## src/logic/mips_pkg.sv

```systemverilog
package mips_pkg;

    localparam int NB_DATA = 32;
    localparam int NB_REG  = 5;

    typedef enum logic [5:0] {
        OP_RTYPE = 6'h00,
        OP_BEQ   = 6'h04,
        OP_ADDI  = 6'h08,
        OP_LW    = 6'h23,
        OP_SW    = 6'h2b,
        OP_HALT  = 6'h3f
    } opcode_t;

    typedef enum logic [5:0] {
        F_ADDU = 6'h21,
        F_SUBU = 6'h23,
        F_AND  = 6'h24,
        F_OR   = 6'h25,
        F_SLT  = 6'h2a
    } funct_t;

    typedef enum logic [2:0] {
        ALU_ADD,
        ALU_SUB,
        ALU_AND,
        ALU_OR,
        ALU_SLT
    } alu_op_t;

    typedef enum logic [1:0] {
        FWD_NONE,
        FWD_MEM,
        FWD_WB
    } fwd_sel_t;

    typedef struct packed {
        logic [NB_DATA-1:0] instr;
        logic [NB_DATA-1:0] pc_next;
    } if_id_t;

    typedef struct packed {
        logic               reg_write;
        logic               mem_to_reg;
        logic               mem_read;
        logic               mem_write;
        logic               branch;
        logic               alu_src;
        logic               reg_dest;   // 1 picks rd, 0 picks rt
        logic               halt;
        alu_op_t            alu_op;
        logic [NB_DATA-1:0] pc_next;
        logic [NB_DATA-1:0] data_a;
        logic [NB_DATA-1:0] data_b;
        logic [NB_DATA-1:0] imm;
        logic [NB_REG-1:0]  rs;
        logic [NB_REG-1:0]  rt;
        logic [NB_REG-1:0]  rd;
    } id_ex_t;

    typedef struct packed {
        logic               reg_write;
        logic               mem_to_reg;
        logic               mem_read;
        logic               mem_write;
        logic               branch;
        logic               halt;
        logic [NB_DATA-1:0] branch_addr;
        logic               zero;
        logic [NB_DATA-1:0] alu_result;
        logic [NB_DATA-1:0] store_data;
        logic [NB_REG-1:0]  dest_reg;
    } ex_mem_t;

    typedef struct packed {
        logic               reg_write;
        logic               mem_to_reg;
        logic               halt;
        logic [NB_DATA-1:0] mem_data;
        logic [NB_DATA-1:0] alu_result;
        logic [NB_REG-1:0]  dest_reg;
    } mem_wb_t;

    typedef struct packed {
        logic               cyc;
        logic               stb;
        logic               we;
        logic [7:0]         adr;        // Bit 7 selects DM
        logic [NB_DATA-1:0] dat;
    } wb_req_t;

    typedef struct packed {
        logic               en;
        logic [NB_REG-1:0]  dest;
        logic [NB_DATA-1:0] data;
    } wb_write_t;

endpackage

```

## src/logic/execute_stage.sv

```systemverilog
`timescale 1ns/1ns

module execute_stage (
    input  logic                         i_clock,
    input  logic                         i_rst,
    input  logic                         i_flush,
    input  mips_pkg::id_ex_t             i_id_ex,
    input  mips_pkg::fwd_sel_t           i_fwd_a,
    input  mips_pkg::fwd_sel_t           i_fwd_b,
    input  logic [mips_pkg::NB_DATA-1:0] i_mem_fwd,
    input  mips_pkg::wb_write_t          i_wb,
    output mips_pkg::ex_mem_t            o_ex_mem
);

    logic [mips_pkg::NB_DATA-1:0] op_a;
    logic [mips_pkg::NB_DATA-1:0] reg_b;
    logic [mips_pkg::NB_DATA-1:0] op_b;
    logic [mips_pkg::NB_DATA-1:0] alu_result;

    always_comb begin
        case (i_fwd_a)
            mips_pkg::FWD_MEM: op_a = i_mem_fwd;
            mips_pkg::FWD_WB:  op_a = i_wb.data;
            default:           op_a = i_id_ex.data_a;
        endcase
        case (i_fwd_b)
            mips_pkg::FWD_MEM: reg_b = i_mem_fwd;
            mips_pkg::FWD_WB:  reg_b = i_wb.data;
            default:           reg_b = i_id_ex.data_b;
        endcase
    end

    assign op_b = i_id_ex.alu_src ? i_id_ex.imm : reg_b;

    always_comb begin
        case (i_id_ex.alu_op)
            mips_pkg::ALU_SUB: alu_result = op_a - op_b;
            mips_pkg::ALU_AND: alu_result = op_a & op_b;
            mips_pkg::ALU_OR:  alu_result = op_a | op_b;
            mips_pkg::ALU_SLT:
                alu_result = {{(mips_pkg::NB_DATA-1){1'b0}}, $signed(op_a) < $signed(op_b)};
            default:           alu_result = op_a + op_b;
        endcase
    end

    always_ff @(posedge i_clock) begin
        if (i_rst || i_flush) begin
            o_ex_mem <= '0;
        end else begin
            o_ex_mem.reg_write   <= i_id_ex.reg_write;
            o_ex_mem.mem_to_reg  <= i_id_ex.mem_to_reg;
            o_ex_mem.mem_read    <= i_id_ex.mem_read;
            o_ex_mem.mem_write   <= i_id_ex.mem_write;
            o_ex_mem.branch      <= i_id_ex.branch;
            o_ex_mem.halt        <= i_id_ex.halt;
            o_ex_mem.branch_addr <= i_id_ex.pc_next + i_id_ex.imm;
            o_ex_mem.zero        <= (alu_result == '0);
            o_ex_mem.alu_result  <= alu_result;
            o_ex_mem.store_data  <= reg_b;                   // Forwarded rt value for SW
            o_ex_mem.dest_reg    <= i_id_ex.reg_dest ? i_id_ex.rd : i_id_ex.rt;
        end
    end

endmodule

```

## config.mk

```make
export PLATFORM = sky130hd
export DESIGN_NAME = execute_stage
export DESIGN_NICKNAME = d
export VERILOG_FILES = /design/src/logic/mips_pkg.sv /design/src/logic/execute_stage.sv
export SDC_FILE = /design/constraint.sdc
export NUM_CORES = 1
export LEC_CHECK = 0
export ABC_AREA = 1
export BUFFER_PORTS_ARGS = -buffer_cell sky130_fd_sc_hd__buf_2
export CAP_MARGIN = 20
export CORE_MARGIN = 4
export CORE_UTILIZATION = 50
export CTS_BUF_LIST = sky130_fd_sc_hd__clkbuf_4
export CTS_CLUSTER_SIZE = 16
export DETAILED_ROUTE_END_ITERATION = 8
export PLACE_DENSITY_LB_ADDON = 0.08
export SYNTH_ARGS = -nofsm -noshare
export SYNTH_HDL_FRONTEND = slang
export SYNTH_SLANG_ARGS = --single-unit
```

## constraint.sdc

```tcl
create_clock -name i_clock -period 5.45 [get_ports i_clock]
set_input_delay 1.09 -clock i_clock [delete_from_list [all_inputs] [get_ports i_clock]]
set_output_delay 1.09 -clock i_clock [all_outputs]
set_load 0.01 [all_outputs]
```

==> flow_metrics.env <==
export IMPL_coreArea_um2=24390
export IMPL_p_leak_nw=8.258
export IMPL_port_buffers=327
export IMPL_top_register="o_ex_mem"
export IMPL_cp_arrival_ps=5080
export IMPL_slew_headroom_pct=21.48
export IMPL_synthDistinctLibCells=48
export IMPL_clock_fmax_mhz=217.3
export IMPL_reg_largest_list="o_ex_mem: 108 flops"
export IMPL_avgRoutedWirePerCell_um=19.18
export IMPL_routed_wl_mm=52.18
export IMPL_tns_ps=0
export IMPL_critPathMaxFanout=22
export IMPL_ir_drop_uv=132.1
export IMPL_clk_pin_slew_worst_paths_ps=240
export IMPL_setup_violations=0
export IMPL_place_ws_ps=356.8
export IMPL_status="completed"
export IMPL_finalCritPeriodShare_pct=84.44
export IMPL_synth_area_um2=12420
export IMPL_layout_common_cells="nand2_1 (542), inv_1 (347), buf_2 (327), nor2_1 (212), o21ai_0 (155)"
export IMPL_finalNetCount=2752
export IMPL_post_cts_buffers=0
export IMPL_rsz0062_at_grt="false"
export IMPL_die_x_um=165.6
export IMPL_worst_pin_slew_ps=1177
export IMPL_track_usage_pct=36.62
export IMPL_ys_ff_latch=108
export IMPL_area_growth_pct=15.98
export IMPL_largest_reg_flops=108
export IMPL_grt_pass1_vias=14130
export IMPL_final_max_slew_viol_count=0
export IMPL_utilization_pct=59.04
export IMPL_grt_pass1_wl_mm=76.61
export IMPL_cts_buffers=9
export IMPL_cts_max_path_buffers=2
export IMPL_die_area_um2=27420
export IMPL_routabilityCongestion=1.018
export IMPL_fill_cells=2529
export IMPL_grt_overflow_total=0
export IMPL_final_hold_violation_count=0
export IMPL_hold_path_class="in2reg"
export IMPL_final_common_cell="nand2_1"
export IMPL_crit_type="in2reg"
export IMPL_drive_gt1_share_pct=17.52
export IMPL_cap_viol_max_count=0
export IMPL_root_buffer="clkbuf_4"
export IMPL_hold_path_end="o_ex_mem[103]"
export IMPL_cts_tree="done"
export IMPL_p_total_mw=3.470
export IMPL_antenna_found_initial=6
export IMPL_layout_setup_ws_ps=847.9
export IMPL_worstPathRequired_ps=5930
export IMPL_power_density_nw_per_um2=241.0
export IMPL_hold_depth=3
export IMPL_hold_buffers=0
export IMPL_pin_count=339
export IMPL_hold_start="i_id_ex[149]"
export IMPL_cts_sinks=108
export IMPL_min_period_ps=4602
export IMPL_start_util_pct=50.91
export IMPL_seq_area_frac_synth_pct=17.41
export IMPL_syn_inst=2103
export IMPL_drc=0
export IMPL_dp_cells=2700
export IMPL_die_h_um=165.6
export IMPL_final_cells=2720
export IMPL_route_antenna_remaining_nets=0
export IMPL_htree_levels=3
export IMPL_drt_iter0_drc=1757
export IMPL_synth_nets=2468
export IMPL_ctsResizeCount=0
export IMPL_yosysWarnings=0
export IMPL_start_kind="input port"
export IMPL_grt_max_degree=41
export IMPL_rows=57
export IMPL_drt_pass1_iterations=7
export IMPL_vias_per_cell=5.623
export IMPL_vias=15300
export IMPL_syn_area_per_cell_um2=5.904
export IMPL_dp_hpwl_mm=43.59
export IMPL_end_kind="register"
-- power by group --
group / switching (mW) / internal (mW)
Combinational: 1.45 / 0.674
Clock: 0.370 / 0.110
Sequential: 0.0140 / 0.848
-- area by class of cell --
| class | count | area [um^2] | share of cell area (%) |
|---|---|---|---|
| multi-input combinational | 1558 | 8516 | 59.13 |
| clock inverter | 7 | 80.08 | 0.5560 |
| tap | 324 | 405.4 | 2.815 |
| inverter | 360 | 1351 | 9.383 |
| timing repair buffer | 350 | 1809 | 12.56 |
| sequential | 108 | 2162 | 15.01 |
| antenna | 4 | 10.01 | 0.06950 |
| clock buffer | 9 | 67.56 | 0.4692 |
-- cell usage after synthesis, drive strengths merged --
cell,n,area (um^2)
nand2,552,2097
inv,360,1351
nor2,228,900.9
o21ai,162,818.3
nand3,145,735.7
a21oi,140,711.9
ha,131,1639
dfxtp,108,2162
a221o,64,640.6
clkbuf,43,162.7
buf,34,230.2
nor3,26,155.1
nand4,21,131.4
o21bai,14,105.1
a31oi,11,68.82
o21a,10,75.07
o22ai,10,62.56
a21o,6,45.04
and2,6,37.54
a21boi,4,33.78
nand3b,4,30.03
a211oi,3,22.52
a221oi,3,26.28
fa,3,60.06
xor2,3,26.28
and3,2,12.51
nor4,2,12.51
o31ai,2,15.01
nor3b,1,7.510
o2111ai,1,8.760
o211ai,1,7.510
o221ai,1,8.760
or2,1,6.260
xnor2,1,8.760
-- through the flow --
step | instance area, um^2 | hold WS (ps)
after global routing | 14400 | 679.7
after floorplan | 12420 | 1202
final | 14400 | 709.9
after detailed placement | 14240 | 1312
after CTS | 14390 | 701.6
after global placement | 14240 | 1300
-- critical path, stage by stage --
cell and delay [ps]:
buf_2 130, inv_1 60, ha_1 370, buf_4 330, a221o_1 160, o21ai_0 190
o21ai_0 550, ha_1 480, o21ai_1 400, nand2_1 90, nand2_1 130, a21oi_1 70
nand2_1 90, nand2_1 80, nand2_1 60, nand2_1 50, nand3_1 100, nand2_1 60
nand2_1 150, nand3_1 120, nor2_1 160, nand2_1 70, nor2_1 80
-- logic make-up after synthesis --
kind of cell    share of synthesized area, %
flops                                  17.41
simple gates                           33.23
fa+ha+maj                              13.68
compound gates                         21.34
buf+inv                                14.05
xor+xnor                              0.2822
-- layer usage --
metal | GRT usage [%] | routed length, um | vias up
met5 | 0 | 34 | -
met4 | 11.47 | 1739 | 6
met3 | 7.694 | 5469 | 125
met2 | 59.87 | 23500 | 819
met1 | 48.37 | 21430 | 6941
li1 | - | - | 7404
-- worst max-delay path by stage --
stage	from	endpoint	slack, ps	depth (start not counted)
floorplan	i_fwd_b[0]	o_ex_mem[69]	1300	23
global placement	i_fwd_b[0]	o_ex_mem[69]	410	20
detailed placement	i_fwd_b[0]	o_ex_mem[69]	360	20
CTS	i_fwd_b[0]	o_ex_mem[69]	920	20
global route	i_fwd_a[0]	o_ex_mem[69]	630	24
finish	i_fwd_b[0]	o_ex_mem[69]	850	23
Note: power is estimated with default switching activity, not from simulation.
