### config.mk
export PLATFORM = sky130hd
export DESIGN_NAME = decode_stage
export DESIGN_NICKNAME = d
export VERILOG_FILES = /design/src/logic/mips_pkg.sv /design/src/logic/decode_stage.sv
export SDC_FILE = /design/constraint.sdc
export NUM_CORES = 2
export LEC_CHECK = 0
export BUFFER_PORTS_ARGS = -buffer_cell sky130_fd_sc_hd__buf_2
export CAP_MARGIN = 20
export CORE_MARGIN = 1
export CORE_UTILIZATION = 35
export DETAILED_ROUTE_END_ITERATION = 6
export GPL_ROUTABILITY_DRIVEN = 1
export SLEW_MARGIN = 20
export SYNTH_ARGS = -nofsm -noshare
export SYNTH_HDL_FRONTEND = slang
export SYNTH_SLANG_ARGS = --single-unit
### constraint.sdc
create_clock -name i_clock -period 2.9 [get_ports i_clock]
set_input_delay 0.58 -clock i_clock [delete_from_list [all_inputs] [get_ports i_clock]]
set_output_delay 0.58 -clock i_clock [all_outputs]
set_load 0.05 [all_outputs]
### src/logic/mips_pkg.sv
package mips_pkg;

    localparam int NB_DATA = 32;
    localparam int NB_REG  = 5;

    typedef enum logic [5:0] {
        OP_RTYPE = 6'h00,
        OP_BEQ   = 6'h04,
        OP_ADDI  = 6'h08,
        OP_LW    = 6'h23,
        OP_SW    = 6'h2b,
        OP_HALT  = 6'h3f
    } opcode_t;

    typedef enum logic [5:0] {
        F_ADDU = 6'h21,
        F_SUBU = 6'h23,
        F_AND  = 6'h24,
        F_OR   = 6'h25,
        F_SLT  = 6'h2a
    } funct_t;

    typedef enum logic [2:0] {
        ALU_ADD,
        ALU_SUB,
        ALU_AND,
        ALU_OR,
        ALU_SLT
    } alu_op_t;

    typedef enum logic [1:0] {
        FWD_NONE,
        FWD_MEM,
        FWD_WB
    } fwd_sel_t;

    typedef struct packed {
        logic [NB_DATA-1:0] instr;
        logic [NB_DATA-1:0] pc_next;
    } if_id_t;

    typedef struct packed {
        logic               reg_write;
        logic               mem_to_reg;
        logic               mem_read;
        logic               mem_write;
        logic               branch;
        logic               alu_src;
        logic               reg_dest;   // 1 picks rd, 0 picks rt
        logic               halt;
        alu_op_t            alu_op;
        logic [NB_DATA-1:0] pc_next;
        logic [NB_DATA-1:0] data_a;
        logic [NB_DATA-1:0] data_b;
        logic [NB_DATA-1:0] imm;
        logic [NB_REG-1:0]  rs;
        logic [NB_REG-1:0]  rt;
        logic [NB_REG-1:0]  rd;
    } id_ex_t;

    typedef struct packed {
        logic               reg_write;
        logic               mem_to_reg;
        logic               mem_read;
        logic               mem_write;
        logic               branch;
        logic               halt;
        logic [NB_DATA-1:0] branch_addr;
        logic               zero;
        logic [NB_DATA-1:0] alu_result;
        logic [NB_DATA-1:0] store_data;
        logic [NB_REG-1:0]  dest_reg;
    } ex_mem_t;

    typedef struct packed {
        logic               reg_write;
        logic               mem_to_reg;
        logic               halt;
        logic [NB_DATA-1:0] mem_data;
        logic [NB_DATA-1:0] alu_result;
        logic [NB_REG-1:0]  dest_reg;
    } mem_wb_t;

    typedef struct packed {
        logic               cyc;
        logic               stb;
        logic               we;
        logic [7:0]         adr;        // Bit 7 selects DM
        logic [NB_DATA-1:0] dat;
    } wb_req_t;

    typedef struct packed {
        logic               en;
        logic [NB_REG-1:0]  dest;
        logic [NB_DATA-1:0] data;
    } wb_write_t;

endpackage

### src/logic/decode_stage.sv
`timescale 1ns/1ns

module decode_stage (
    input  logic                i_clock,
    input  logic                i_rst,
    input  mips_pkg::if_id_t    i_if_id,
    input  mips_pkg::wb_write_t i_wb,
    input  logic                i_stall,
    input  logic                i_flush,
    output mips_pkg::id_ex_t    o_id_ex
);

    logic [mips_pkg::NB_DATA-1:0] regs [32];
    logic [mips_pkg::NB_DATA-1:0] instr;
    logic [mips_pkg::NB_REG-1:0]  rs;
    logic [mips_pkg::NB_REG-1:0]  rt;
    logic [mips_pkg::NB_DATA-1:0] data_a;
    logic [mips_pkg::NB_DATA-1:0] data_b;
    mips_pkg::id_ex_t             id_next;

    assign instr = i_if_id.instr;
    assign rs    = instr[25:21];
    assign rt    = instr[20:16];

    // Same-cycle writeback is bypassed to the read
    assign data_a = (rs == '0) ? '0 : (i_wb.en && i_wb.dest == rs) ? i_wb.data : regs[rs];
    assign data_b = (rt == '0) ? '0 : (i_wb.en && i_wb.dest == rt) ? i_wb.data : regs[rt];

    always_ff @(posedge i_clock) begin
        if (i_rst) begin
            for (int i = 0; i < 32; i++)
                regs[i] <= '0;
        end else if (i_wb.en && i_wb.dest != '0) begin
            regs[i_wb.dest] <= i_wb.data;
        end
    end

    always_comb begin
        id_next         = '0;
        id_next.alu_op  = mips_pkg::ALU_ADD;
        id_next.pc_next = i_if_id.pc_next;
        id_next.data_a  = data_a;
        id_next.data_b  = data_b;
        id_next.imm     = {{16{instr[15]}}, instr[15:0]};
        id_next.rs      = rs;
        id_next.rt      = rt;
        id_next.rd      = instr[15:11];
        case (mips_pkg::opcode_t'(instr[31:26]))
            mips_pkg::OP_RTYPE: begin
                id_next.reg_dest  = 1'b1;
                id_next.reg_write = 1'b1;
                case (mips_pkg::funct_t'(instr[5:0]))
                    mips_pkg::F_ADDU: id_next.alu_op = mips_pkg::ALU_ADD;
                    mips_pkg::F_SUBU: id_next.alu_op = mips_pkg::ALU_SUB;
                    mips_pkg::F_AND:  id_next.alu_op = mips_pkg::ALU_AND;
                    mips_pkg::F_OR:   id_next.alu_op = mips_pkg::ALU_OR;
                    mips_pkg::F_SLT:  id_next.alu_op = mips_pkg::ALU_SLT;
                    default:          id_next.reg_write = 1'b0;   // Unknown funct acts as NOP
                endcase
            end
            mips_pkg::OP_ADDI: begin
                id_next.reg_write = 1'b1;
                id_next.alu_src   = 1'b1;
            end
            mips_pkg::OP_LW: begin
                id_next.reg_write  = 1'b1;
                id_next.mem_to_reg = 1'b1;
                id_next.mem_read   = 1'b1;
                id_next.alu_src    = 1'b1;
            end
            mips_pkg::OP_SW: begin
                id_next.mem_write = 1'b1;
                id_next.alu_src   = 1'b1;
            end
            mips_pkg::OP_BEQ: begin
                id_next.branch = 1'b1;
                id_next.alu_op = mips_pkg::ALU_SUB;              // Zero flag gives equality
            end
            mips_pkg::OP_HALT: id_next.halt = 1'b1;
            default: ;
        endcase
    end

    always_ff @(posedge i_clock) begin
        if (i_rst || i_stall || i_flush)
            o_id_ex <= '0;                                   // Bubble
        else
            o_id_ex <= id_next;
    end

endmodule

==> metrics.txt <==
layout cell share with drive strength beyond 1=0.3042; delay-heaviest family, CP=flip-flops; Hold Path Class=input pin to flip-flop; Synth Register Bits=1,156; GRT busiest layer=met2; number of gates resized after cts=0; worst path bufs/invs=1; IO Pins=260; cell count after synthesis=3,805; first-pass GRT wire length=294,500 um; Worst Setup Start Kind=flip-flop; final hold slack=0.04454 ns; area delta synth->final=17.82%; EDFF count, synth=1,024; Crit Path Class=flip-flop to output pin; final hold viol count=0; Reg-to-Reg Start=regs[31][15]$_SDFFCE_PN0P_; GRT overflow=0; ys flop type=edfxtp_1; Clk pwr share=0.398; post-DP HPWL=135,300 um; Pint=30,130 uW; core area=163,300 um^2; initial antenna violation count=30; placer congestion estimate=0.8620; # clock sinks=1,156; Post-Syn Area=57,800 um^2; Initial Utilization=0.3539; Nets=4,191; number of max-cap violations=0; Cell Chain, Critical Path=buf_2; min Tclk post-route=2.297 ns; routed vias=38,227; vias in the first global route=37,507; top cells by area, synth=edfxtp_1 (53%), mux4_2 (19%), and2_1 (11%); GR Util met2=0.3878; Yosys top cell area share=0.5320; Peak VDD IR=0.5237 mV; sequential element share of the synthesized area=0.5777; Fmax=435.4 MHz; WL/cell=33.40 um; die span in y=408.4 um; cts bufs inserted=119; Leak Pwr=0.02445 uW; Unique masters post-synth=44; First-pass DRT Iterations=7; Worst Path Arrival=1.72 ns; Synth area leader=edfxtp_1; fin crit share=0.7919; CP max FO=18; sw frac=0.2488; CTS tree=done; clock transition at the registers of the reported paths=0.06 ns; final std cells w/o fill=6,373; Detail Route Antenna Nets=0; Residual DRC=0; ys async rst share=0; cts hold-fix bufs=20; Cell Pwr Density=589.1 nW/um^2; Synth Warn #=0; met3 usage=0.06758; drt total wl=212,900 um; hold wc startpoint=i_if_id[27]; NetSw=9981 uW; sequential share of power=0.485; row count=148; final setup fails=0; H-tree depth=3; count of input and output buffers=259; hold path cells=2; CTS max path bufs=3; clk_lat worst skew=0.76 ns; max_slew headroom=0.4412; Slew Limit Fails=0; top post-synthesis cells by count=and2_1 (1,050), edfxtp_1 (1,024), mux4_2 (480), clkbuf_1 (315), a22oi_1 (160); syn avg cell area=15.19 um^2; count leader, synth=and2_1; initial drt markers=5,456; gr usage total=0.2509; die area=166,800 um^2; final clock skew=0.01523 ns; vias per cell=5.998; RSZ-0062 raised after global routing=no; GR Util met1=0.3413; Worst Reg-to-Reg Cells=4; status=finished clean; Req. time, crit path=2.32 ns; CP peak stage delay=0.62 ns; reg2reg setup slack=0.93 ns; Crit Reg-Reg Endpoint=o_id_ex[62]$_SDFF_PP0_; crit path max-delay cell type=dfxtp_1; Setup crit end kind=output pin; Setup Buffers After CTS=0; die span in x=408.4 um; root buffer cell=clkbuf_16; Crit path depth=1; Placed Cells=6,119; Worst Hold Path EP=o_id_ex[138]$_SDFF_PP0_; Tightest Pin Transition=0.8382 ns; combinational power share=0.118; largest net degree at the start of global routing=48
==> flip-flops by register name (all words and copies together) (netlist names) <==
| register | cells |
|---|---|
| o_id_ex | 132 |
| regs | 1024 |
==> cells by family after synthesis <==
logic type,synth area share
AND/OR/NAND/NOR,0.1260
flip-flops,0.5777
multiplexers,0.2092
buffers and inverters,0.03067
AO/OA/AOI/OAI,0.05474
XOR/XNOR,0.001667
other,0.00006488
==> power groups by stage <==
stage	Clock, uW	Sequential [uW]	Combinational (uW)
finish	16000	19400	4710
global route	16700	19500	4860
CTS	16100	19400	4660
detailed placement	0	19800	4630
global placement	0	19700	4600
floorplan	0	19800	2570
==> worst max path at each step <==
stage               slack, ns                     end                  start
global route             0.49              o_id_ex[4]  o_id_ex[4]$_SDFF_PP0_
finish                   0.60             o_id_ex[45]  o_id_ex[4]$_SDFF_PP0_
detailed placement       0.06  o_id_ex[50]$_SDFF_PP0_            i_if_id[48]
CTS                      0.54             o_id_ex[45]  o_id_ex[4]$_SDFF_PP0_
floorplan                0.23  o_id_ex[49]$_SDFF_PP0_            i_if_id[48]
global placement        -0.07  o_id_ex[70]$_SDFF_PP0_            i_if_id[48]
==> final cells by class <==
cell class	instances	area, um^2
fill	14613	95230
sequential	1156	33390
multi-input combinational	2253	23100
timing repair buffer	552	4867
clock buffer	162	3299
tap	2175	2721
clock inverter	62	681.9
antenna	10	25.02
inverter	3	11.26
==> stage by stage <==
stage	setup TNS [ns]	power [uW]	setup slack, ns	area (um^2)	utilization
finish	0	40120	0.6034	68100	0.4170
global route	0	41040	0.4907	68080	0.4169
CTS	0	40160	0.5426	68080	0.4168
detailed placement	0	24400	0.05705	63890	0.3912
global placement	-1.091	24320	-0.06987	63890	0.3912
floorplan	0	22350	0.2342	57920	-
==> cells in the final DEF (no fill, tap or decap), types with 4 or more instances in the layout <==
cell type / netlist / final
mux2i_1: 128 / 128
buf_4: 23 / 173
buf_8: 0 / 4
nand3_1: 5 / 5
edfxtp_1: 1024 / 1024
a21oi_1: 95 / 95
clkinv_2: 0 / 18
a221oi_1: 64 / 64
a211o_1: 32 / 32
dlygate4sd3_1: 0 / 20
nor3_1: 6 / 5
clkbuf_1: 315 / 28
a22oi_1: 160 / 160
dfxtp_1: 132 / 132
clkbuf_8: 0 / 11
nand3b_1: 8 / 8
nor2b_1: 11 / 7
a221o_1: 32 / 32
nor2_4: 0 / 35
and2_1: 1050 / 1048
mux4_2: 480 / 480
o21bai_1: 32 / 32
nor2_1: 45 / 10
buf_2: 67 / 253
diode_2: 0 / 10
bufinv_16: 0 / 14
xnor2_1: 8 / 8
nand2_1: 9 / 9
or2_2: 31 / 31
buf_12: 0 / 102
nor2b_4: 0 / 4
clkinv_1: 1 / 19
clkbuf_16: 0 / 121
inv_6: 0 / 4
conb_1: 1 / 32
==> routing by layer <==
layer	wire length, um	vias up
met3	25230	412
met5	126	-
met4	7513	20
met1	83250	20021
li1	-	15193
met2	96740	2581
(Power assumes the default switching activity.)
