**config.mk**
```make
export PLATFORM = sky130hd
export DESIGN_NAME = hazard_unit
export DESIGN_NICKNAME = d
export VERILOG_FILES = /design/src/logic/mips_pkg.sv /design/src/logic/hazard_unit.sv
export SDC_FILE = /design/constraint.sdc
export NUM_CORES = 1
export LEC_CHECK = 0
export BUFFER_PORTS_ARGS = -buffer_cell sky130_fd_sc_hd__buf_2
export CAP_MARGIN = 20
export CORE_AREA = 3 3 157 159
export DETAILED_ROUTE_END_ITERATION = 6
export DIE_AREA = 0 0 160 162
export PLACE_DENSITY = 0.36
export SYNTH_ARGS = -nofsm -noshare
export SYNTH_HDL_FRONTEND = slang
export SYNTH_SLANG_ARGS = --single-unit
export TNS_END_PERCENT = 30
```
**constraint.sdc**
```tcl
create_clock -name vclk -period 1.5
set_input_delay 0.15 -clock vclk [all_inputs]
set_output_delay 0.15 -clock vclk [all_outputs]
set_load 0.01 [all_outputs]
```
**src/logic/mips_pkg.sv**
```systemverilog
package mips_pkg;

    localparam int NB_DATA = 32;
    localparam int NB_REG  = 5;

    typedef enum logic [5:0] {
        OP_RTYPE = 6'h00,
        OP_BEQ   = 6'h04,
        OP_ADDI  = 6'h08,
        OP_LW    = 6'h23,
        OP_SW    = 6'h2b,
        OP_HALT  = 6'h3f
    } opcode_t;

    typedef enum logic [5:0] {
        F_ADDU = 6'h21,
        F_SUBU = 6'h23,
        F_AND  = 6'h24,
        F_OR   = 6'h25,
        F_SLT  = 6'h2a
    } funct_t;

    typedef enum logic [2:0] {
        ALU_ADD,
        ALU_SUB,
        ALU_AND,
        ALU_OR,
        ALU_SLT
    } alu_op_t;

    typedef enum logic [1:0] {
        FWD_NONE,
        FWD_MEM,
        FWD_WB
    } fwd_sel_t;

    typedef struct packed {
        logic [NB_DATA-1:0] instr;
        logic [NB_DATA-1:0] pc_next;
    } if_id_t;

    typedef struct packed {
        logic               reg_write;
        logic               mem_to_reg;
        logic               mem_read;
        logic               mem_write;
        logic               branch;
        logic               alu_src;
        logic               reg_dest;   // 1 picks rd, 0 picks rt
        logic               halt;
        alu_op_t            alu_op;
        logic [NB_DATA-1:0] pc_next;
        logic [NB_DATA-1:0] data_a;
        logic [NB_DATA-1:0] data_b;
        logic [NB_DATA-1:0] imm;
        logic [NB_REG-1:0]  rs;
        logic [NB_REG-1:0]  rt;
        logic [NB_REG-1:0]  rd;
    } id_ex_t;

    typedef struct packed {
        logic               reg_write;
        logic               mem_to_reg;
        logic               mem_read;
        logic               mem_write;
        logic               branch;
        logic               halt;
        logic [NB_DATA-1:0] branch_addr;
        logic               zero;
        logic [NB_DATA-1:0] alu_result;
        logic [NB_DATA-1:0] store_data;
        logic [NB_REG-1:0]  dest_reg;
    } ex_mem_t;

    typedef struct packed {
        logic               reg_write;
        logic               mem_to_reg;
        logic               halt;
        logic [NB_DATA-1:0] mem_data;
        logic [NB_DATA-1:0] alu_result;
        logic [NB_REG-1:0]  dest_reg;
    } mem_wb_t;

    typedef struct packed {
        logic               cyc;
        logic               stb;
        logic               we;
        logic [7:0]         adr;        // Bit 7 selects DM
        logic [NB_DATA-1:0] dat;
    } wb_req_t;

    typedef struct packed {
        logic               en;
        logic [NB_REG-1:0]  dest;
        logic [NB_DATA-1:0] data;
    } wb_write_t;

endpackage

```
**src/logic/hazard_unit.sv**
```systemverilog
`timescale 1ns/1ns

module hazard_unit (
    input  mips_pkg::id_ex_t   i_id_ex,
    input  mips_pkg::ex_mem_t  i_ex_mem,
    input  mips_pkg::mem_wb_t  i_mem_wb,
    input  mips_pkg::if_id_t   i_if_id,
    input  logic               i_branch_taken,
    output mips_pkg::fwd_sel_t o_fwd_a,
    output mips_pkg::fwd_sel_t o_fwd_b,
    output logic               o_stall,
    output logic               o_flush
);

    logic [mips_pkg::NB_REG-1:0] id_rs;
    logic [mips_pkg::NB_REG-1:0] id_rt;
    logic                        mem_hit_a;
    logic                        mem_hit_b;
    logic                        wb_hit_a;
    logic                        wb_hit_b;

    assign mem_hit_a = i_ex_mem.reg_write && i_ex_mem.dest_reg != '0 &&
                       i_ex_mem.dest_reg == i_id_ex.rs;
    assign mem_hit_b = i_ex_mem.reg_write && i_ex_mem.dest_reg != '0 &&
                       i_ex_mem.dest_reg == i_id_ex.rt;
    assign wb_hit_a  = i_mem_wb.reg_write && i_mem_wb.dest_reg != '0 &&
                       i_mem_wb.dest_reg == i_id_ex.rs;
    assign wb_hit_b  = i_mem_wb.reg_write && i_mem_wb.dest_reg != '0 &&
                       i_mem_wb.dest_reg == i_id_ex.rt;

    // Younger result in MEM wins
    assign o_fwd_a = mem_hit_a ? mips_pkg::FWD_MEM : wb_hit_a ? mips_pkg::FWD_WB : mips_pkg::FWD_NONE;
    assign o_fwd_b = mem_hit_b ? mips_pkg::FWD_MEM : wb_hit_b ? mips_pkg::FWD_WB : mips_pkg::FWD_NONE;

    assign id_rs   = i_if_id.instr[25:21];
    assign id_rt   = i_if_id.instr[20:16];
    assign o_stall = i_id_ex.mem_read && i_id_ex.rt != '0 &&
                     (i_id_ex.rt == id_rs || i_id_ex.rt == id_rt);   // Load-use
    assign o_flush = i_branch_taken;

endmodule

```
==> flow_metrics.env, run 1 <==
export IMPL_yosysSeqAreaShare=0
export IMPL_viasPerCell=1.314
export IMPL_fin_util=0.05384
export IMPL_critical_path_buf_inv_count=3
export IMPL_crit_family="simple AND/OR/NAND/NOR gates"
export IMPL_die_y_um=162
export IMPL_hp_class="primary input to output port"
export IMPL_core_um2=23400
export IMPL_holdPathEnd="o_flush"
export IMPL_worst_hold_slack_ns=0.3004
export IMPL_area_delta_synth_final_pct=182.9
export IMPL_grt_pass1_vias=652
export IMPL_p_leak_nw=0.4134
export IMPL_min_from="i_branch_taken"
export IMPL_synthAdderAreaFrac=0
export IMPL_endpoint_kind="output port"
export IMPL_violations="negative setup slack"
export IMPL_avgSynthCellArea_um2=7.815
export IMPL_n_clock_buffer=0
export IMPL_crit_required_ns=1.35
export IMPL_io_buffers=38
export IMPL_hold_path_depth=0
export IMPL_fin_ws_ns=-0.1190
export IMPL_wl_per_cell_um=7.400
export IMPL_ctsHoldBuffers=0
export IMPL_synthSimpleGateAreaFrac=0.2640
export IMPL_yosysMostFrequentCell="xor2_1"
export IMPL_fmax_mhz=617.7
export IMPL_drcViolationCount=0
export IMPL_relSlewSlack=0.6887
export IMPL_fin_total_pwr_mw=0.2445
export IMPL_peakVddDrop_mv=0.08969
export IMPL_grt_first_pass_wirelength_mm=4.602
export IMPL_yosysTopAreaCell="xor2_1"
export IMPL_first_pass_iters=2
export IMPL_path_class="primary input to output port"
export IMPL_syn_inst=57
export IMPL_hold_viol=0
export IMPL_antenna_found_initial=0
export IMPL_cap_viol_max_count=0
export IMPL_start_kind="primary input"
export IMPL_yosysWarnings=0
export IMPL_grt_max_degree=6
export IMPL_slowest_stage="or4_4"
export IMPL_synth_area_leaders="xor2_1 (39%), xnor2_1 (20%), nor4_2 (11%)"
export IMPL_drt_iter0_drc=6
export IMPL_diodes=0
export IMPL_top_layer="met3"
export IMPL_setup_viol=3
export IMPL_syn_nets=456
export IMPL_synth_xor_area_frac=0.5899
export IMPL_placementRows=56
export IMPL_worst_pin_slew_ns=0.4630
export IMPL_synth_top_family_by_area="XOR/XNOR gates"
export IMPL_antenna_left=0
export IMPL_die_w_um=160
export IMPL_syn_area_um2=445.4
export IMPL_multiInputGateArea_um2=447.9
export IMPL_cpPeakStageDelay_ns=0.54
export IMPL_fin_nets=509
export IMPL_wl_met2_mm=1.555
export IMPL_gr_total_overflow=0
export IMPL_nFillCells=2818
export IMPL_start_util=0.01903
export IMPL_track_usage=0.02427
export IMPL_seq_cell_count=0
export IMPL_rsz0062_at_grt="yes"
export IMPL_period_share=1.079
export IMPL_die_area_um2=25920
export IMPL_cp_data_arrival_time_ns=1.47
export IMPL_finalWirelength_mm=3.160
export IMPL_drive_above_1_share=0.6296
export IMPL_synth_top_area_frac=0.3933
export IMPL_dr_total_vias=561
export IMPL_path_cells="buf_8 -> buf_6 -> xor2_1 -> or4_4 -> nor4_4 -> buf_2"
export IMPL_synth_common_cells="xor2_1 (20), xnor2_1 (10), clkbuf_1 (5), or4_1 (5)"
export IMPL_outcome="complete, but fails checks"
export IMPL_drv_slew=0
export IMPL_synth_compound_area_frac=0.05337
export IMPL_met3WireLength_um=241
export IMPL_register_area_um2=0
export IMPL_path_max_fanout=3
export IMPL_synth_mux_area_frac=0
export IMPL_period_needed_ns=1.619
export IMPL_wl_met1_mm=1.363
export IMPL_powerDensity_nw_per_um2=194.0
export IMPL_post_dp_hpwl_mm=3.069
export IMPL_gp_congestion=0.6155
export IMPL_synth_distinct_cells=12
export IMPL_io_pin_count=405
-- worst max-delay path by stage --
stage / from / cells after the start / slack [ns] / end
floorplan: i_ex_mem[1] / 4 / 0.07 / o_fwd_a[1]
global placement: i_ex_mem[1] / 6 / -0.31 / o_fwd_b[1]
detailed placement: i_ex_mem[1] / 6 / -0.27 / o_fwd_b[1]
CTS: i_mem_wb[4] / 6 / -0.13 / o_fwd_a[1]
global route: i_mem_wb[4] / 6 / -0.17 / o_fwd_b[1]
finish: i_mem_wb[4] / 6 / -0.12 / o_fwd_a[1]
-- metrics by stage --
stage	cells	setup WS, ns	TNS (ns)	instance area [µm²]
final	427	-0.1190	-0.2579	1260
after global routing	427	-0.1732	-0.5580	1260
after CTS	427	-0.1341	-0.3192	1249
after detailed placement	426	-0.2730	-0.5695	1156
after global placement	426	-0.3066	-0.6402	1156
after floorplan	57	0.06760	0	445.4
-- kinds of logic after synthesis --
logic type / count (synthesis)
buffers and inverters: 8
XOR/XNOR: 30
AND/OR/NAND/NOR: 15
AO/OA/AOI/OAI: 4
-- cell type report --
type / instances / area share
well taps: 319 / 0.3168
repair buffers: 59 / 0.3277
multi-input cells: 49 / 0.3555
-- metal layers --
metal  up-vias  global-route usage
met2        18             0.04180
met3         0            0.006631
met5         -                   0
met4         0                   0
li1        294                   -
met1       249             0.03241
-- layout by cell type, fill, tap and decap left out --
cell / n
buf_4: 18
nor4_2: 2
o21ai_1: 2
o21ai_4: 1
buf_2: 32
nand3_1: 4
nor3_1: 2
buf_8: 2
nor4_4: 2
a21oi_1: 1
xnor2_1: 10
xor2_2: 1
buf_12: 1
or4_4: 3
or4_1: 2
xor2_1: 19
buf_6: 6
-- timing repair --
item,CTS,global route
cloned,0,0
setup buffers,1,0
endpoints found under the setup margin,3,5
gates resized for setup,20,3
pin swaps,6,1
-- report_power, final --
group / leakage (nW) / total, mW / switching [mW] / internal (mW)
combinational: 0.413 / 0.244 / 0.108 / 0.137
clock: 0 / 0 / 0 / 0
sequential: 0 / 0 / 0 / 0
(Power assumes the default switching activity.)
==> run 2: changes to the inputs <==
--- a/config.mk
+++ b/config.mk
@@ -11,6 +11,7 @@
 export DETAILED_ROUTE_END_ITERATION = 6
 export DIE_AREA = 0 0 160 162
 export PLACE_DENSITY = 0.36
+export SKIP_LAST_GASP = 1
 export SYNTH_ARGS = -nofsm -noshare
 export SYNTH_HDL_FRONTEND = slang
 export SYNTH_SLANG_ARGS = --single-unit
==> flow_metrics.env, run 2 (same netlist as run 1, synthesis figures left out) <==
export IMPL_drive_above_1_share=0.6296
export IMPL_ctsHoldBuffers=0
export IMPL_grt_first_pass_wirelength_mm=4.588
export IMPL_diodes=0
export IMPL_area_delta_synth_final_pct=181.2
export IMPL_viasPerCell=1.314
export IMPL_outcome="complete, but fails checks"
export IMPL_hold_path_depth=0
export IMPL_rsz0062_at_grt="yes"
export IMPL_fmax_mhz=617.7
export IMPL_grt_max_degree=6
export IMPL_first_pass_iters=2
export IMPL_dr_total_vias=561
export IMPL_cpPeakStageDelay_ns=0.54
export IMPL_die_w_um=160
export IMPL_n_clock_buffer=0
export IMPL_fin_ws_ns=-0.1190
export IMPL_core_um2=23400
export IMPL_die_y_um=162
export IMPL_grt_pass1_vias=653
export IMPL_fin_tns_setup_ns=-0.2758
export IMPL_placementRows=56
export IMPL_die_area_um2=25920
export IMPL_drcViolationCount=0
export IMPL_crit_required_ns=1.35
export IMPL_fin_total_pwr_mw=0.2425
export IMPL_relSlewSlack=0.6887
export IMPL_final_cell_mix="buf_2 (32), xor2_1 (19), buf_4 (19)"
export IMPL_gp_congestion=0.6155
export IMPL_final_cells=427
export IMPL_place_inst=426
export IMPL_final_common_cell="buf_2"
export IMPL_worst_hold_slack_ns=0.3004
export IMPL_register_area_um2=0
export IMPL_powerDensity_nw_per_um2=193.6
export IMPL_start_kind="primary input"
export IMPL_slowest_stage="or4_4"
export IMPL_cp_data_arrival_time_ns=1.47
export IMPL_nFillCells=2818
export IMPL_setup_viol=3
export IMPL_finalWirelength_mm=3.165
export IMPL_critical_path_buf_inv_count=3
export IMPL_cap_viol_max_count=0
export IMPL_period_share=1.079
export IMPL_drt_iter0_drc=3
export IMPL_worst_pin_slew_ns=0.4630
export IMPL_period_needed_ns=1.619
export IMPL_post_dp_hpwl_mm=3.069
export IMPL_path_class="primary input to output port"
export IMPL_cp_num_cells=6
export IMPL_fin_nets=509
export IMPL_violations="negative setup slack"
export IMPL_hp_class="primary input to output port"
export IMPL_hold_viol=0
export IMPL_postPlaceCellArea_um2=1156
export IMPL_path_cells="buf_8 -> buf_6 -> xor2_1 -> or4_4 -> nor4_4 -> buf_2"
export IMPL_p_leak_nw=0.4108
export IMPL_crit_family="simple AND/OR/NAND/NOR gates"
export IMPL_path_max_fanout=3
export IMPL_endpoint_kind="output port"
export IMPL_holdPathEnd="o_flush"
export IMPL_peakVddDrop_mv=0.08655
export IMPL_track_usage=0.02422
export IMPL_seq_cell_count=0
export IMPL_design_area_um2=1252
export IMPL_wl_per_cell_um=7.412
export IMPL_drv_slew=0
export IMPL_antenna_found_initial=0
export IMPL_gr_total_overflow=0
export IMPL_io_buffers=38
export IMPL_start_util=0.01903
export IMPL_min_from="i_branch_taken"
export IMPL_io_pin_count=405
export IMPL_antenna_left=0
==> run 2: power breakdown <==
group / switching (mW) / internal (mW)
sequential: 0 / 0
combinational: 0.108 / 0.135
clock: 0 / 0
==> run 2: routing by layer <==
| metal | global-route usage | share of wire |
|---|---|---|
| met5 | 0 | 0 |
| met4 | 0 | 0 |
| met3 | 0.006631 | 0.076 |
| met2 | 0.04180 | 0.49 |
| met1 | 0.03226 | 0.43 |
==> run 2: layout make-up <==
type	instances	area, µm²	share of cell area
well taps	319	399.1	0.3187
repair buffers	59	405.4	0.3237
multi-input cells	49	447.9	0.3576
==> run 2: timing repair <==
action / 4_1_cts / 5_1_grt
pin swaps: 6 / 0
setup buffers: 1 / 0
gates resized for setup: 19 / 1
endpoints found under the hold margin: 0 / 0
setup endpoints to repair: 3 / 5
==> run 2: worst max path at each step <==
| stage | endpoint | slack, ns | start |
|---|---|---|---|
| 2_1_floorplan | o_fwd_a[1] | 0.07 | i_ex_mem[1] |
| 3_3_place_gp | o_fwd_b[1] | -0.31 | i_ex_mem[1] |
| 3_5_place_dp | o_fwd_b[1] | -0.27 | i_ex_mem[1] |
| 4_1_cts | o_fwd_a[1] | -0.13 | i_mem_wb[4] |
| 5_1_grt | o_fwd_b[1] | -0.17 | i_mem_wb[4] |
| 6_report | o_fwd_a[1] | -0.12 | i_mem_wb[4] |
==> run 2: metrics by stage <==
stage                        util  setup WS, ns
final                     0.05352       -0.1190
after global routing      0.05352       -0.1732
after CTS                 0.05320       -0.1341
after detailed placement  0.04940       -0.2730
after global placement    0.04940       -0.3066
after floorplan                 -       0.06760
==> run 3: changes to the inputs <==
--- a/config.mk
+++ b/config.mk
@@ -5,12 +5,13 @@
 export SDC_FILE = /design/constraint.sdc
 export NUM_CORES = 1
 export LEC_CHECK = 0
+export ABC_AREA = 1
 export BUFFER_PORTS_ARGS = -buffer_cell sky130_fd_sc_hd__buf_2
-export CAP_MARGIN = 20
+export CAP_MARGIN = 15
 export CORE_AREA = 3 3 157 159
 export DETAILED_ROUTE_END_ITERATION = 6
 export DIE_AREA = 0 0 160 162
-export PLACE_DENSITY = 0.36
+export PLACE_DENSITY = 0.37
 export SKIP_LAST_GASP = 1
 export SYNTH_ARGS = -nofsm -noshare
 export SYNTH_HDL_FRONTEND = slang
==> flow_metrics.env, run 3 <==
export IMPL_diodes=0
export IMPL_drv_slew=0
export IMPL_syn_area_um2=563.0
export IMPL_worst_hold_slack_ns=0.3005
export IMPL_period_needed_ns=1.334
export IMPL_yosysWarnings=0
export IMPL_start_util=0.02406
export IMPL_outcome="complete, no violations"
export IMPL_n_clock_buffer=0
export IMPL_hold_viol=0
export IMPL_track_usage=0.02727
export IMPL_seq_cell_count=0
export IMPL_area_delta_synth_final_pct=103.3
export IMPL_multiInputGateArea_um2=454.2
export IMPL_fin_util=0.04892
export IMPL_nFillCells=2845
export IMPL_viasPerCell=1.678
export IMPL_antenna_left=0
export IMPL_postPlaceCellArea_um2=1145
export IMPL_p_leak_nw=0.5346
export IMPL_yosysTopAreaCell="nand2_1"
export IMPL_cap_viol_max_count=0
export IMPL_die_y_um=162
export IMPL_placementRows=56
export IMPL_grt_max_degree=7
export IMPL_path_max_fanout=5
export IMPL_ctsHoldBuffers=0
export IMPL_wl_per_cell_um=7.676
export IMPL_yosysMostFrequentCell="nand2_1"
export IMPL_drt_iter0_drc=23
export IMPL_fin_tns_setup_ns=0
export IMPL_pre_cts_ws_ns=0.1075
export IMPL_endpoint_kind="output port"
export IMPL_cp_data_arrival_time_ns=1.18
export IMPL_antenna_found_initial=1
export IMPL_core_um2=23400
export IMPL_synth_area_leaders="nand2_1 (39%), inv_1 (14%), nor2_1 (12%)"
export IMPL_period_share=0.8892
export IMPL_crit_required_ns=1.35
export IMPL_synth_distinct_cells=13
export IMPL_start_kind="primary input"
export IMPL_first_pass_iters=4
export IMPL_synth_top_area_frac=0.3867
export IMPL_fin_nets=564
export IMPL_worst_pin_slew_ns=0.1951
export IMPL_final_cell_mix="nand2_1 (58), buf_2 (38), inv_1 (21)"
export IMPL_io_pin_count=405
export IMPL_grt_first_pass_wirelength_mm=5.195
export IMPL_drcViolationCount=0
export IMPL_die_area_um2=25920
export IMPL_path_class="primary input to output port"
export IMPL_io_buffers=38
export IMPL_post_cts_resized=0
export IMPL_synth_common_cells="nand2_1 (58), inv_1 (21), nor2_1 (18)"
export IMPL_peakVddDrop_mv=0.05164
export IMPL_drive_above_1_share=0.2638
export IMPL_gr_total_overflow=0
export IMPL_dr_total_vias=809
export IMPL_design_area_um2=1145
export IMPL_post_dp_hpwl_mm=3.503
export IMPL_die_w_um=160
export IMPL_register_area_um2=0
export IMPL_grt_pass1_vias=825
export IMPL_hold_path_depth=0
export IMPL_syn_nets=525
export IMPL_hp_class="primary input to output port"
export IMPL_avgSynthCellArea_um2=4.469
export IMPL_setup_viol=0
export IMPL_relSlewSlack=0.8686
export IMPL_finalWirelength_mm=3.700
export IMPL_gp_congestion=0.6925
export IMPL_fmax_mhz=749.7
export IMPL_powerDensity_nw_per_um2=186.9
export IMPL_fin_ws_ns=0.1662
export IMPL_yosysSeqAreaShare=0
export IMPL_final_common_cell="nand2_1"
export IMPL_post_cts_setup_buffers=0
export IMPL_syn_inst=126
export IMPL_rsz0062_at_grt="no"
-- run 3: where the power goes --
part	switching (mW)	internal (mW)	leakage (nW)
sequential	0	0	0
combinational	0.128	0.0865	0.535
clock	0	0	0
total	0.128	0.0865	0.535
-- run 3: worst paths after layout --
| path | startpoint | end | slack, ns |
|---|---|---|---|
| worst max-delay path | i_id_ex[6] | o_fwd_b[1] | 0.17 |
| worst min-delay path | i_branch_taken | o_flush | 0.30 |
-- run 3: area by class of cell --
cell class / count / area share
Multi-Input combinational cell: 100 / 0.3967
Tap cell: 319 / 0.3486
Inverter: 23 / 0.07541
Timing Repair Buffer: 40 / 0.1792
-- run 3: layer usage --
metal | global-route usage | vias to the layer above | wire length (µm)
met3 | 0.006376 | 2 | 298
met4 | 0 | 2 | 4
li1 | - | 442 | -
met2 | 0.04644 | 28 | 1655
met1 | 0.03747 | 335 | 1733
met5 | 0 | - | 8
-- run 3: worst max-delay path, stage by stage --
cell	delay, ns
buf_2	0.13
inv_1	0.17
nand2_1	0.08
nand2_1	0.05
nand3_1	0.08
nor2_1	0.18
nand3_1	0.10
nor2_1	0.10
buf_2	0.13
-- run 3: cells by family (layout without fill, tap and decap cells) --
family | count (synthesis) | count (layout) | share of synthesized area
AO/OA/AOI/OAI | 2 | 2 | 0.01776
XOR/XNOR | 11 | 11 | 0.1711
buffers and inverters | 26 | 63 | 0.1933
AND/OR/NAND/NOR | 87 | 87 | 0.6178
-- run 3: metrics by stage --
step	cells	power (mW)
finish	482	0.2140
global route	482	0.2483
CTS	482	0.2238
detailed placement	482	0.2225
global placement	482	0.2239
floorplan	126	0.1044
